**config.mk**
```make
export PLATFORM = sky130hd
export DESIGN_NAME = rp_top
export DESIGN_NICKNAME = d
export VERILOG_FILES = /design/src/verilog/rp_pkg.sv /design/src/verilog/sys_bus_decoder.sv /design/src/verilog/housekeeping_regs.sv /design/src/verilog/dc_source_regs.sv /design/src/verilog/adc_frontend.sv /design/src/verilog/dac_mixer.sv /design/src/verilog/dac_backend.sv /design/src/verilog/rp_top.sv
export SDC_FILE = /design/constraint.sdc
export NUM_CORES = 1
export LEC_CHECK = 0
export BUFFER_PORTS_ARGS = -buffer_cell sky130_fd_sc_hd__buf_4
export CORE_MARGIN = 2
export CORE_UTILIZATION = 55
export CTS_BUF_LIST = sky130_fd_sc_hd__clkbuf_16
export DETAILED_ROUTE_END_ITERATION = 16
export PLACE_DENSITY = 0.8
export SLEW_MARGIN = 25
export SYNTH_ARGS = -nofsm -noshare
export SYNTH_HDL_FRONTEND = slang
export SYNTH_SLANG_ARGS = --single-unit
```
**constraint.sdc**
```tcl
create_clock -name adc_clk -period 6 [get_ports adc_clk]
set_clock_uncertainty 0.05 [all_clocks]
set_input_delay 0.6 -clock adc_clk [delete_from_list [all_inputs] [get_ports adc_clk]]
set_output_delay 0.6 -clock adc_clk [all_outputs]
set_load 0.005 [all_outputs]
```
**src/verilog/rp_pkg.sv**
```systemverilog
// --------------------
// shared widths, bus types and register map of the ADC to DAC loop
// compiled before every other source, used through rp_pkg:: names
// --------------------
package rp_pkg;

  // -------------------- widths
  localparam int SMP_W      = 14;                // converter sample width
  localparam int SUM_W      = SMP_W + 1;         // one guard bit for the adder
  localparam int BUS_W      = 32;                // system bus width
  localparam int N_REGIONS  = 8;                 // regions on the system bus
  localparam int REGION_W   = $clog2(N_REGIONS); // width of the region field
  localparam int REGION_LSB = 20;                // region field is addr[22:20]
  localparam int LED_W      = 8;                 // board LEDs

  // -------------------- types
  typedef logic        [SMP_W-1:0]     adc_raw_t;    // raw pin code, neg slope
  typedef logic signed [SMP_W-1:0]     sample_t;     // two's complement sample
  typedef logic signed [SUM_W-1:0]     sum_t;        // sum before saturation
  typedef logic        [SMP_W-1:0]     dac_code_t;   // code on the DAC pins
  typedef logic        [BUS_W-1:0]     sys_addr_t;
  typedef logic        [BUS_W-1:0]     sys_data_t;
  typedef logic        [N_REGIONS-1:0] region_sel_t; // one-hot region select
  typedef enum logic { ph_a, ph_b }    dac_phase_t;  // DAC channel phase

  // -------------------- register map
  localparam int REGION_HK = 0;                  // housekeeping
  localparam int REGION_DC = 1;                  // DC source

  localparam logic [REGION_LSB-1:0] HK_ID_OFS    = 'h00;
  localparam logic [REGION_LSB-1:0] HK_LED_OFS   = 'h30;
  localparam sys_data_t             HK_ID_VALUE  = 32'h5250_0001;

  localparam logic [REGION_LSB-1:0] DC_CTRL_OFS  = 'h00;
  localparam logic [REGION_LSB-1:0] DC_OFS_A_OFS = 'h04;
  localparam logic [REGION_LSB-1:0] DC_OFS_B_OFS = 'h08;
  localparam int                    DC_LOOP_A_BIT = 0; // ctrl bit, loopback on A
  localparam int                    DC_LOOP_B_BIT = 1; // ctrl bit, loopback on B

  // -------------------- saturation limits
  localparam sample_t SAMPLE_MAX = 14'h1FFF;     // +8191
  localparam sample_t SAMPLE_MIN = 14'h2000;     // -8192

endpackage

```
**src/verilog/sys_bus_decoder.sv**
```systemverilog
// --------------------
// system bus region decoder on addr[22:20]
// fans wen/ren out to the mapped regions, muxes their answers back
// and answers unmapped regions itself with ack + err, zero data
// --------------------
`timescale 1ns/1ps

module sys_bus_decoder (
  input  logic              adc_clk,
  input  logic              rst_n_i,
  input  rp_pkg::sys_addr_t sys_addr_i,
  input  logic              sys_wen_i,
  input  logic              sys_ren_i,
  output rp_pkg::sys_data_t sys_rdata_o,
  output logic              sys_ack_o,
  output logic              sys_err_o,
  output logic              hk_wen_o,   // region 0 strobes
  output logic              hk_ren_o,
  output logic              dc_wen_o,   // region 1 strobes
  output logic              dc_ren_o,
  input  rp_pkg::sys_data_t hk_rdata_i,
  input  logic              hk_ack_i,
  input  logic              hk_err_i,
  input  rp_pkg::sys_data_t dc_rdata_i,
  input  logic              dc_ack_i,
  input  logic              dc_err_i
);

  logic [rp_pkg::REGION_W-1:0] region;     // region field of the address
  rp_pkg::region_sel_t         sel;        // one-hot select
  logic                        sel_hk, sel_dc;
  logic                        own_ack_q;  // answer for unmapped regions

  assign region = sys_addr_i[rp_pkg::REGION_LSB +: rp_pkg::REGION_W];
  assign sel    = rp_pkg::region_sel_t'(1) << region;
  assign sel_hk = sel[rp_pkg::REGION_HK];
  assign sel_dc = sel[rp_pkg::REGION_DC];

  // -------------------- strobe fan-out
  assign hk_wen_o = sys_wen_i & sel_hk;
  assign hk_ren_o = sys_ren_i & sel_hk;
  assign dc_wen_o = sys_wen_i & sel_dc;
  assign dc_ren_o = sys_ren_i & sel_dc;

  always_ff @(posedge adc_clk) begin
    if (!rst_n_i) begin
      own_ack_q <= 1'b0;
    end else begin
      own_ack_q <= (sys_wen_i | sys_ren_i) & ~(sel_hk | sel_dc); // regions 2..7
    end
  end

  // -------------------- answer mux, addr is held until ack
  always_comb begin
    sys_rdata_o = '0;                      // unmapped regions read zero
    if (sel_hk) begin
      sys_rdata_o = hk_rdata_i;
    end else if (sel_dc) begin
      sys_rdata_o = dc_rdata_i;
    end
  end

  assign sys_ack_o = (sel_hk & hk_ack_i) | (sel_dc & dc_ack_i) | own_ack_q;
  assign sys_err_o = (sel_hk & hk_err_i) | (sel_dc & dc_err_i) | own_ack_q;

  wen_ren_excl: assert property (
    @(posedge adc_clk) disable iff (!rst_n_i) !(sys_wen_i && sys_ren_i)
  );

endmodule

```
**src/verilog/housekeeping_regs.sv**
```systemverilog
// --------------------
// region 0 housekeeping registers
// 0x00 ID word (read only), 0x30 LED register (read/write)
// --------------------
`timescale 1ns/1ps

module housekeeping_regs (
  input  logic                     adc_clk,
  input  logic                     rst_n_i,
  input  rp_pkg::sys_addr_t        addr_i,
  input  rp_pkg::sys_data_t        wdata_i,
  input  logic                     wen_i,
  input  logic                     ren_i,
  output rp_pkg::sys_data_t        rdata_o,
  output logic                     ack_o,
  output logic                     err_o,
  output logic [rp_pkg::LED_W-1:0] led_o
);

  logic [rp_pkg::REGION_LSB-1:0] ofs;      // offset inside the region
  logic                          hit_id, hit_led;
  logic [rp_pkg::LED_W-1:0]      led_q;
  logic                          ack_q, err_q;
  rp_pkg::sys_data_t             rdata_q;

  assign ofs     = addr_i[rp_pkg::REGION_LSB-1:0];
  assign hit_id  = (ofs == rp_pkg::HK_ID_OFS);
  assign hit_led = (ofs == rp_pkg::HK_LED_OFS);

  always_ff @(posedge adc_clk) begin
    if (!rst_n_i) begin
      ack_q <= 1'b0;
      err_q <= 1'b0;
      led_q <= '0;
    end else begin
      ack_q <= wen_i | ren_i;                               // answer next cycle
      err_q <= (wen_i & ~hit_led) | (ren_i & ~(hit_id | hit_led)); // ID is read only
      if (wen_i && hit_led) begin
        led_q <= wdata_i[rp_pkg::LED_W-1:0];
      end
    end
  end

  // read data
  always_ff @(posedge adc_clk) begin
    if (ren_i && hit_id)       rdata_q <= rp_pkg::HK_ID_VALUE;
    else if (ren_i && hit_led) rdata_q <= rp_pkg::sys_data_t'(led_q);
    else                       rdata_q <= '0;               // writes, unknown offsets
  end

  assign rdata_o = rdata_q;
  assign ack_o   = ack_q;
  assign err_o   = err_q;
  assign led_o   = led_q;

  // holds only while the master waits for ack before the next pulse
  ack_one_cycle: assert property (
    @(posedge adc_clk) disable iff (!rst_n_i) ack_q |=> !ack_q
  );

endmodule

```
**src/verilog/dc_source_regs.sv**
```systemverilog
// --------------------
// region 1 DC source registers
// 0x00 ctrl: bit 0 loopback on A, bit 1 loopback on B
// 0x04 / 0x08 offsets A / B, low 14 bits of wdata, read back sign-extended
// --------------------
`timescale 1ns/1ps

module dc_source_regs (
  input  logic              adc_clk,
  input  logic              rst_n_i,
  input  rp_pkg::sys_addr_t addr_i,
  input  rp_pkg::sys_data_t wdata_i,
  input  logic              wen_i,
  input  logic              ren_i,
  output rp_pkg::sys_data_t rdata_o,
  output logic              ack_o,
  output logic              err_o,
  output rp_pkg::sample_t   ofs_a_o,      // channel A offset
  output rp_pkg::sample_t   ofs_b_o,      // channel B offset
  output logic              loop_a_en_o,
  output logic              loop_b_en_o
);

  localparam int W = rp_pkg::SMP_W;

  logic [rp_pkg::REGION_LSB-1:0] ofs;
  logic                          hit_ctrl, hit_a, hit_b, hit_any;
  logic [1:0]                    ctrl_q;   // loopback enables
  rp_pkg::sample_t               ofs_a_q, ofs_b_q;
  logic                          ack_q, err_q;
  rp_pkg::sys_data_t             rdata_q;

  assign ofs      = addr_i[rp_pkg::REGION_LSB-1:0];
  assign hit_ctrl = (ofs == rp_pkg::DC_CTRL_OFS);
  assign hit_a    = (ofs == rp_pkg::DC_OFS_A_OFS);
  assign hit_b    = (ofs == rp_pkg::DC_OFS_B_OFS);
  assign hit_any  = hit_ctrl | hit_a | hit_b;

  // -------------------- write side
  always_ff @(posedge adc_clk) begin
    if (!rst_n_i) begin
      ack_q   <= 1'b0;
      err_q   <= 1'b0;
      ctrl_q  <= '0;
      ofs_a_q <= '0;
      ofs_b_q <= '0;
    end else begin
      ack_q <= wen_i | ren_i;
      err_q <= (wen_i | ren_i) & ~hit_any;              // all three are read/write
      if (wen_i && hit_ctrl) ctrl_q  <= wdata_i[1:0];
      if (wen_i && hit_a)    ofs_a_q <= wdata_i[W-1:0];
      if (wen_i && hit_b)    ofs_b_q <= wdata_i[W-1:0];
    end
  end

  // -------------------- read side
  always_ff @(posedge adc_clk) begin
    if (ren_i && hit_ctrl)   rdata_q <= rp_pkg::sys_data_t'(ctrl_q);
    else if (ren_i && hit_a) rdata_q <= {{(rp_pkg::BUS_W-W){ofs_a_q[W-1]}}, ofs_a_q};
    else if (ren_i && hit_b) rdata_q <= {{(rp_pkg::BUS_W-W){ofs_b_q[W-1]}}, ofs_b_q};
    else                     rdata_q <= '0;
  end

  assign rdata_o     = rdata_q;
  assign ack_o       = ack_q;
  assign err_o       = err_q;
  assign ofs_a_o     = ofs_a_q;
  assign ofs_b_o     = ofs_b_q;
  assign loop_a_en_o = ctrl_q[rp_pkg::DC_LOOP_A_BIT];
  assign loop_b_en_o = ctrl_q[rp_pkg::DC_LOOP_B_BIT];

endmodule

```
**src/verilog/adc_frontend.sv**
```systemverilog
// --------------------
// ADC front end for both channels
// the converter gives unsigned codes with a negative slope;
// keeping the MSB and inverting the rest yields two's complement
// --------------------
`timescale 1ns/1ps

module adc_frontend (
  input  logic             adc_clk,
  input  logic             rst_n_i,
  input  rp_pkg::adc_raw_t adc_dat_a_i,  // CH1 pins
  input  rp_pkg::adc_raw_t adc_dat_b_i,  // CH2 pins
  output rp_pkg::sample_t  adc_a_o,      // CH1, two's complement
  output rp_pkg::sample_t  adc_b_o       // CH2, two's complement
);

  localparam int W = rp_pkg::SMP_W;

  rp_pkg::sample_t adc_a_q, adc_b_q;

  // one register stage right at the pins
  always_ff @(posedge adc_clk) begin
    if (!rst_n_i) begin
      adc_a_q <= '0;                                  // zero sample
      adc_b_q <= '0;
    end else begin
      adc_a_q <= {adc_dat_a_i[W-1], ~adc_dat_a_i[W-2:0]}; // MSB kept, rest inverted
      adc_b_q <= {adc_dat_b_i[W-1], ~adc_dat_b_i[W-2:0]};
    end
  end

  assign adc_a_o = adc_a_q;
  assign adc_b_o = adc_b_q;

endmodule

```
**src/verilog/dac_mixer.sv**
```systemverilog
// --------------------
// per-channel mixer: DC offset plus the ADC sample when loopback is on
// the 15-bit sum saturates to 14 bits and is registered
// --------------------
`timescale 1ns/1ps

module dac_mixer (
  input  logic            adc_clk,
  input  logic            rst_n_i,
  input  rp_pkg::sample_t adc_a_i,
  input  rp_pkg::sample_t adc_b_i,
  input  rp_pkg::sample_t ofs_a_i,
  input  rp_pkg::sample_t ofs_b_i,
  input  logic            loop_a_en_i,
  input  logic            loop_b_en_i,
  output rp_pkg::sample_t mix_a_o,
  output rp_pkg::sample_t mix_b_o
);

  localparam int SW = rp_pkg::SUM_W;

  rp_pkg::sample_t smp_a, smp_b;           // gated loopback samples
  rp_pkg::sum_t    sum_a, sum_b;
  rp_pkg::sample_t mix_a_q, mix_b_q;

  // top two bits 01 = pos. overflow, 10 = neg. overflow
  function automatic rp_pkg::sample_t saturate(input rp_pkg::sum_t sum);
    case (sum[SW-1 -: 2])
      2'b01:   return rp_pkg::SAMPLE_MAX;
      2'b10:   return rp_pkg::SAMPLE_MIN;
      default: return sum[SW-2:0];
    endcase
  endfunction

  assign smp_a = loop_a_en_i ? adc_a_i : '0;
  assign smp_b = loop_b_en_i ? adc_b_i : '0;
  assign sum_a = rp_pkg::sum_t'(ofs_a_i) + rp_pkg::sum_t'(smp_a); // sign-extended
  assign sum_b = rp_pkg::sum_t'(ofs_b_i) + rp_pkg::sum_t'(smp_b);

  always_ff @(posedge adc_clk) begin
    if (!rst_n_i) begin
      mix_a_q <= '0;
      mix_b_q <= '0;
    end else begin
      mix_a_q <= saturate(sum_a);
      mix_b_q <= saturate(sum_b);
    end
  end

  assign mix_a_o = mix_a_q;
  assign mix_b_o = mix_b_q;

  // -------------------- clamp check
  pos_sat_a: assert property (@(posedge adc_clk) disable iff (!rst_n_i)
    (sum_a[SW-1 -: 2] == 2'b01) |=> (mix_a_o == rp_pkg::SAMPLE_MAX));
  pos_sat_b: assert property (@(posedge adc_clk) disable iff (!rst_n_i)
    (sum_b[SW-1 -: 2] == 2'b01) |=> (mix_b_o == rp_pkg::SAMPLE_MAX));

endmodule

```
**src/verilog/dac_backend.sv**
```systemverilog
// --------------------
// DAC back end: two's complement back to the converter code,
// both channels sent on one bus, A when dac_sel_o is 1, B when 0
// --------------------
`timescale 1ns/1ps

module dac_backend (
  input  logic              adc_clk,
  input  logic              rst_n_i,
  input  rp_pkg::sample_t   mix_a_i,
  input  rp_pkg::sample_t   mix_b_i,
  output rp_pkg::dac_code_t dac_dat_o,  // interleaved data
  output logic              dac_sel_o,  // channel select
  output logic              dac_wrt_o,  // write strobe
  output logic              dac_rst_o   // converter reset
);

  localparam int W = rp_pkg::SMP_W;

  rp_pkg::dac_code_t  dac_a_q, dac_b_q;   // channel codes
  rp_pkg::dac_phase_t phase_q;
  logic               wrt_q, rst_q;

  always_ff @(posedge adc_clk) begin
    if (!rst_n_i) begin
      dac_a_q <= {1'b0, {(W-1){1'b1}}};   // code of a zero sample, mid-scale
      dac_b_q <= {1'b0, {(W-1){1'b1}}};
      phase_q <= rp_pkg::ph_b;            // sel low in reset
      wrt_q   <= 1'b0;
      rst_q   <= 1'b1;
    end else begin
      dac_a_q <= {mix_a_i[W-1], ~mix_a_i[W-2:0]};
      dac_b_q <= {mix_b_i[W-1], ~mix_b_i[W-2:0]};
      phase_q <= (phase_q == rp_pkg::ph_a) ? rp_pkg::ph_b : rp_pkg::ph_a; // toggle
      wrt_q   <= 1'b1;
      rst_q   <= 1'b0;                    // released on the first clock
    end
  end

  assign dac_sel_o = (phase_q == rp_pkg::ph_a);
  assign dac_dat_o = (phase_q == rp_pkg::ph_a) ? dac_a_q : dac_b_q;
  assign dac_wrt_o = wrt_q;
  assign dac_rst_o = rst_q;

endmodule

```
**src/verilog/rp_top.sv**
```systemverilog
// --------------------
// top level of the two-channel ADC to DAC loop
// the system bus master reaches housekeeping and the DC source
// through the region decoder; the data path runs forward on adc_clk
// --------------------
`timescale 1ns/1ps

module rp_top (
  input  logic                     adc_clk,     // single system clock
  input  logic                     rst_n_i,     // sync reset, active low
  input  rp_pkg::adc_raw_t         adc_dat_a_i, // ADC CH1 pins
  input  rp_pkg::adc_raw_t         adc_dat_b_i, // ADC CH2 pins
  input  rp_pkg::sys_addr_t        sys_addr_i,
  input  rp_pkg::sys_data_t        sys_wdata_i,
  input  logic                     sys_wen_i,   // one-cycle write pulse
  input  logic                     sys_ren_i,   // one-cycle read pulse
  output rp_pkg::sys_data_t        sys_rdata_o,
  output logic                     sys_ack_o,
  output logic                     sys_err_o,
  output rp_pkg::dac_code_t        dac_dat_o,   // both channels interleaved
  output logic                     dac_sel_o,   // 1 = channel A on dac_dat_o
  output logic                     dac_wrt_o,
  output logic                     dac_rst_o,
  output logic [rp_pkg::LED_W-1:0] led_o
);

  // -------------------- bus wires
  logic              hk_wen, hk_ren, hk_ack, hk_err;
  logic              dc_wen, dc_ren, dc_ack, dc_err;
  rp_pkg::sys_data_t hk_rdata, dc_rdata;

  // -------------------- data path wires
  rp_pkg::sample_t   adc_a, adc_b;              // two's complement ADC
  rp_pkg::sample_t   ofs_a, ofs_b;              // DC offsets
  logic              loop_a_en, loop_b_en;
  rp_pkg::sample_t   mix_a, mix_b;              // saturated sums

  sys_bus_decoder i_dec (
    .adc_clk (adc_clk), .rst_n_i (rst_n_i),
    .sys_addr_i (sys_addr_i), .sys_wen_i (sys_wen_i), .sys_ren_i (sys_ren_i),
    .sys_rdata_o (sys_rdata_o), .sys_ack_o (sys_ack_o), .sys_err_o (sys_err_o),
    .hk_wen_o (hk_wen), .hk_ren_o (hk_ren), .dc_wen_o (dc_wen), .dc_ren_o (dc_ren),
    .hk_rdata_i (hk_rdata), .hk_ack_i (hk_ack), .hk_err_i (hk_err),
    .dc_rdata_i (dc_rdata), .dc_ack_i (dc_ack), .dc_err_i (dc_err)
  );

  housekeeping_regs i_hk (
    .adc_clk (adc_clk), .rst_n_i (rst_n_i),
    .addr_i (sys_addr_i), .wdata_i (sys_wdata_i), .wen_i (hk_wen), .ren_i (hk_ren),
    .rdata_o (hk_rdata), .ack_o (hk_ack), .err_o (hk_err), .led_o (led_o)
  );

  dc_source_regs i_dc (
    .adc_clk (adc_clk), .rst_n_i (rst_n_i),
    .addr_i (sys_addr_i), .wdata_i (sys_wdata_i), .wen_i (dc_wen), .ren_i (dc_ren),
    .rdata_o (dc_rdata), .ack_o (dc_ack), .err_o (dc_err),
    .ofs_a_o (ofs_a), .ofs_b_o (ofs_b), .loop_a_en_o (loop_a_en), .loop_b_en_o (loop_b_en)
  );

  adc_frontend i_adc (
    .adc_clk (adc_clk), .rst_n_i (rst_n_i),
    .adc_dat_a_i (adc_dat_a_i), .adc_dat_b_i (adc_dat_b_i),
    .adc_a_o (adc_a), .adc_b_o (adc_b)
  );

  dac_mixer i_mix (
    .adc_clk (adc_clk), .rst_n_i (rst_n_i),
    .adc_a_i (adc_a), .adc_b_i (adc_b), .ofs_a_i (ofs_a), .ofs_b_i (ofs_b),
    .loop_a_en_i (loop_a_en), .loop_b_en_i (loop_b_en),
    .mix_a_o (mix_a), .mix_b_o (mix_b)
  );

  dac_backend i_dac (
    .adc_clk (adc_clk), .rst_n_i (rst_n_i),
    .mix_a_i (mix_a), .mix_b_i (mix_b),
    .dac_dat_o (dac_dat_o), .dac_sel_o (dac_sel_o),
    .dac_wrt_o (dac_wrt_o), .dac_rst_o (dac_rst_o)
  );

endmodule

```
==> results.md <==
- Ports: 155
- Setup Total Neg Slack: 0 ns
- R2R Path Start: i_dc.ctrl_q[0]
- CP Class: register to register
- Clock root cell: clkbuf_16
- Status: completed
- PortBufs: 127
- Final instance area: 8059 um^2
- Setup bufs post-CTS: 0
- Hold Crit Class: input pin to register
- Synth Net Count: 863
- DRT iter0 DRCs: 355
- Arrival @ worst endpoint: 4.75 ns
- Max_slew headroom: 0.3357
- Post-synth top area share: 0.4612
- Final GP Congestion: 0.8554
- Crit end category: register
- Vias in the first global route: 5,254
- Largest area contributor in the netlist: dfxtp_1
- RSZ-0062 raised after global routing: false
- Ant. Diodes: 0
- H-tree depth: 4
- Post-synth EDFFs: 0
- Max Slew Vio Count: 0
- Post-Route WL: 15,800 um
- Share of layout cells above drive strength 1: 0.2331
- Drt drc: 0
- Required @ worst endpoint: 6.31 ns
- Mean routed wirelength per cell: 15.99 um
- Final hold slack: 0.2719 ns
- Commonest cells post-synth: dfxtp_1 (153), nand2_1 (106), nor2_1 (81), a21oi_1 (39), and2_1 (39)
- GRT Overall Usage: 0.2510
- Core Footprint: 11,910 um^2
- Warnings from Yosys: 0
- Initial antenna violation count: 0
- Final period util: 0.7408
- Fin. Hold Viols: 0
- Slew @ Worst Pin: 0.9874 ns
- Placed inst area: 7491 um^2
- Final core utilization: 0.6766
- Final setup violation count: 0
- Post-layout min period: 4.445 ns
- First-pass GRT wire length: 25,170 um
- Final nets: 960
- HPWL after DPL: 11,390 um
- Count of cell types in the netlist: 54
- Vias: 5,336
- Max_cap viols: 0
- Pre-Repair DR Iteration Count: 5
- Total power: 2.144 mW
- Number of cell rows: 40
- Cts hold-fix bufs: 0
- Die H: 113.9 um
- CTS Buf Count: 17
- Worst VDD drop: 0.0001876 V
- Mapped Cells: 733
- Clock Path Buffers: 2
- Synth Flop Type: dfxtp_1
- Starting Density: 0.5576
- Gr ovfl total: 0
- Fmax: 0.2250 GHz
- Synthesis-to-finish area growth: 21.35%
- Most common cell in the netlist: dfxtp_1
- Clock slew seen by the registers of the worst setup and hold paths: 0.06 ns
- Critical path launch point: i_dc.ctrl_q[0]
- Crit-path max FO: 16
- Syn Area/Cell: 9.061 um^2
- Drt via density: 5.401
- TritonCTS clock tree: yes
- Pin count of the biggest net entering global routing: 62
- Clock sink count: 153
- PD cells: 266.1 nW/um^2
- CTS resizes: 0
- Critical path launch point type: register
- Synth area leaders: dfxtp_1 (46%), ha_1 (6.0%), nand2_1 (6.0%)
- Register area share after synthesis: 0.4612
- Register bit count reported by yosys: 153
- Die W: 113.9 um
- Post-DRT Antenna Nets: 0
- Hold path start: adc_dat_b_i[8]
- Synth Cell Area: 6641 um^2
- Die area: 12,970 um^2
- Clk Latency, worst-skew pair: 0.43 ns
- P_leak: 3.444 nW
- Async SR Flop Fraction: 0
-- critical path, stage by stage, from the launching register on --
cell      delay [ns]
dfxtp_1         0.61
and2_1          0.22
ha_1            0.19
inv_1           0.08
fa_1            0.45
nor2b_1         0.12
o21ai_0         0.11
o21ai_1         0.29
a31oi_1         0.23
o211ai_1        0.27
o311ai_0        0.18
ha_1            0.48
nand2_1         0.30
or4b_2          0.68
nand4_1         0.11
-- sequential cells by signal, summed over array words and instances (netlist names) --
name / count
i_adc.adc_a_o: 14
i_adc.adc_b_o: 14
i_dac.dac_a_q: 14
i_dac.dac_b_q: 14
i_dc.ofs_a_o: 14
i_dc.ofs_b_o: 14
i_dc.rdata_o: 14
i_mix.mix_a_o: 14
i_mix.mix_b_o: 14
i_hk.rdata_o: 9
i_hk.led_o: 8
i_dc.ctrl_q: 2
i_dac.dac_rst_o: 1
i_dac.dac_wrt_o: 1
i_dac.phase_q: 1
i_dc.ack_o: 1
i_dc.err_o: 1
i_dec.own_ack_q: 1
i_hk.ack_o: 1
i_hk.err_o: 1
-- cell type report --
class	count	area, um^2
Fill cell	976	3852
Clock inverter	13	137.6
Sequential cell	153	3063
Multi-Input combinational cell	513	3221
Inverter	16	60.06
Clock buffer	17	425.4
Timing Repair Buffer	129	968.4
Tap cell	147	183.9
-- layer usage --
metal	global-route usage	vias to the layer above	routed length [um]
met2	0.4232	142	7889
met4	0.1098	0	320
li1	-	2677	-
met1	0.3001	2496	6717
met5	0	-	0
met3	0.07067	21	875
-- power breakdown --
group | switching [mW] | leakage (nW) | internal, mW
registers | 0.00564 | 1.24 | 1.03
logic | 0.0403 | 1.93 | 0.0397
clock network | 0.393 | 0.275 | 0.637
-- metrics by stage --
step                std cells  setup slack, ns
floorplan                 733            2.181
global placement          958            1.740
detailed placement        958            1.609
CTS                       988            1.557
global route              988            1.232
finish                    988            1.555
-- cells by family (layout without fill, tap and decap cells) --
group / after synthesis / in the layout / share of synthesized area
AOI/OAI and AO/OA: 144 / 144 / 0.1447
xor gates and xnor gates: 18 / 18 / 0.02374
adders and majority gates: 34 / 34 / 0.06631
buffers and inverters: 67 / 175 / 0.05463
DFF: 153 / 153 / 0.4612
muxes: 28 / 28 / 0.04484
and+or+nand+nor: 289 / 289 / 0.2046
-- layout by cell type (no fill, tap or decap), types with 7 or more instances in the layout --
cell type | synthesis | routed
nor4_1 | 7 | 7
mux2i_1 | 14 | 14
ha_1 | 32 | 32
clkbuf_16 | 0 | 17
a21oi_1 | 39 | 39
and3_1 | 7 | 7
nor2_1 | 81 | 81
inv_1 | 16 | 16
a21oi_2 | 20 | 20
o21ai_0 | 25 | 25
nand2_1 | 106 | 106
xnor2_1 | 11 | 11
xor2_1 | 7 | 7
dfxtp_1 | 153 | 153
buf_4 | 17 | 129
mux2_2 | 14 | 14
a22oi_1 | 12 | 12
and2_1 | 39 | 39
nand2b_1 | 9 | 9
a22o_1 | 8 | 8
-- path summary, 6_finish.rpt --
kind | end | slack, ns | cells past startpoint
max | i_mix.mix_a_o[8] | 1.56 | 14
min | i_adc.adc_b_o[8] | 0.27 | 2
max reg2reg | i_mix.mix_a_o[8] | 1.56 | 14
min reg2reg | i_dac.dac_a_q[12] | 0.31 | 1
(Power assumes the default switching activity.)
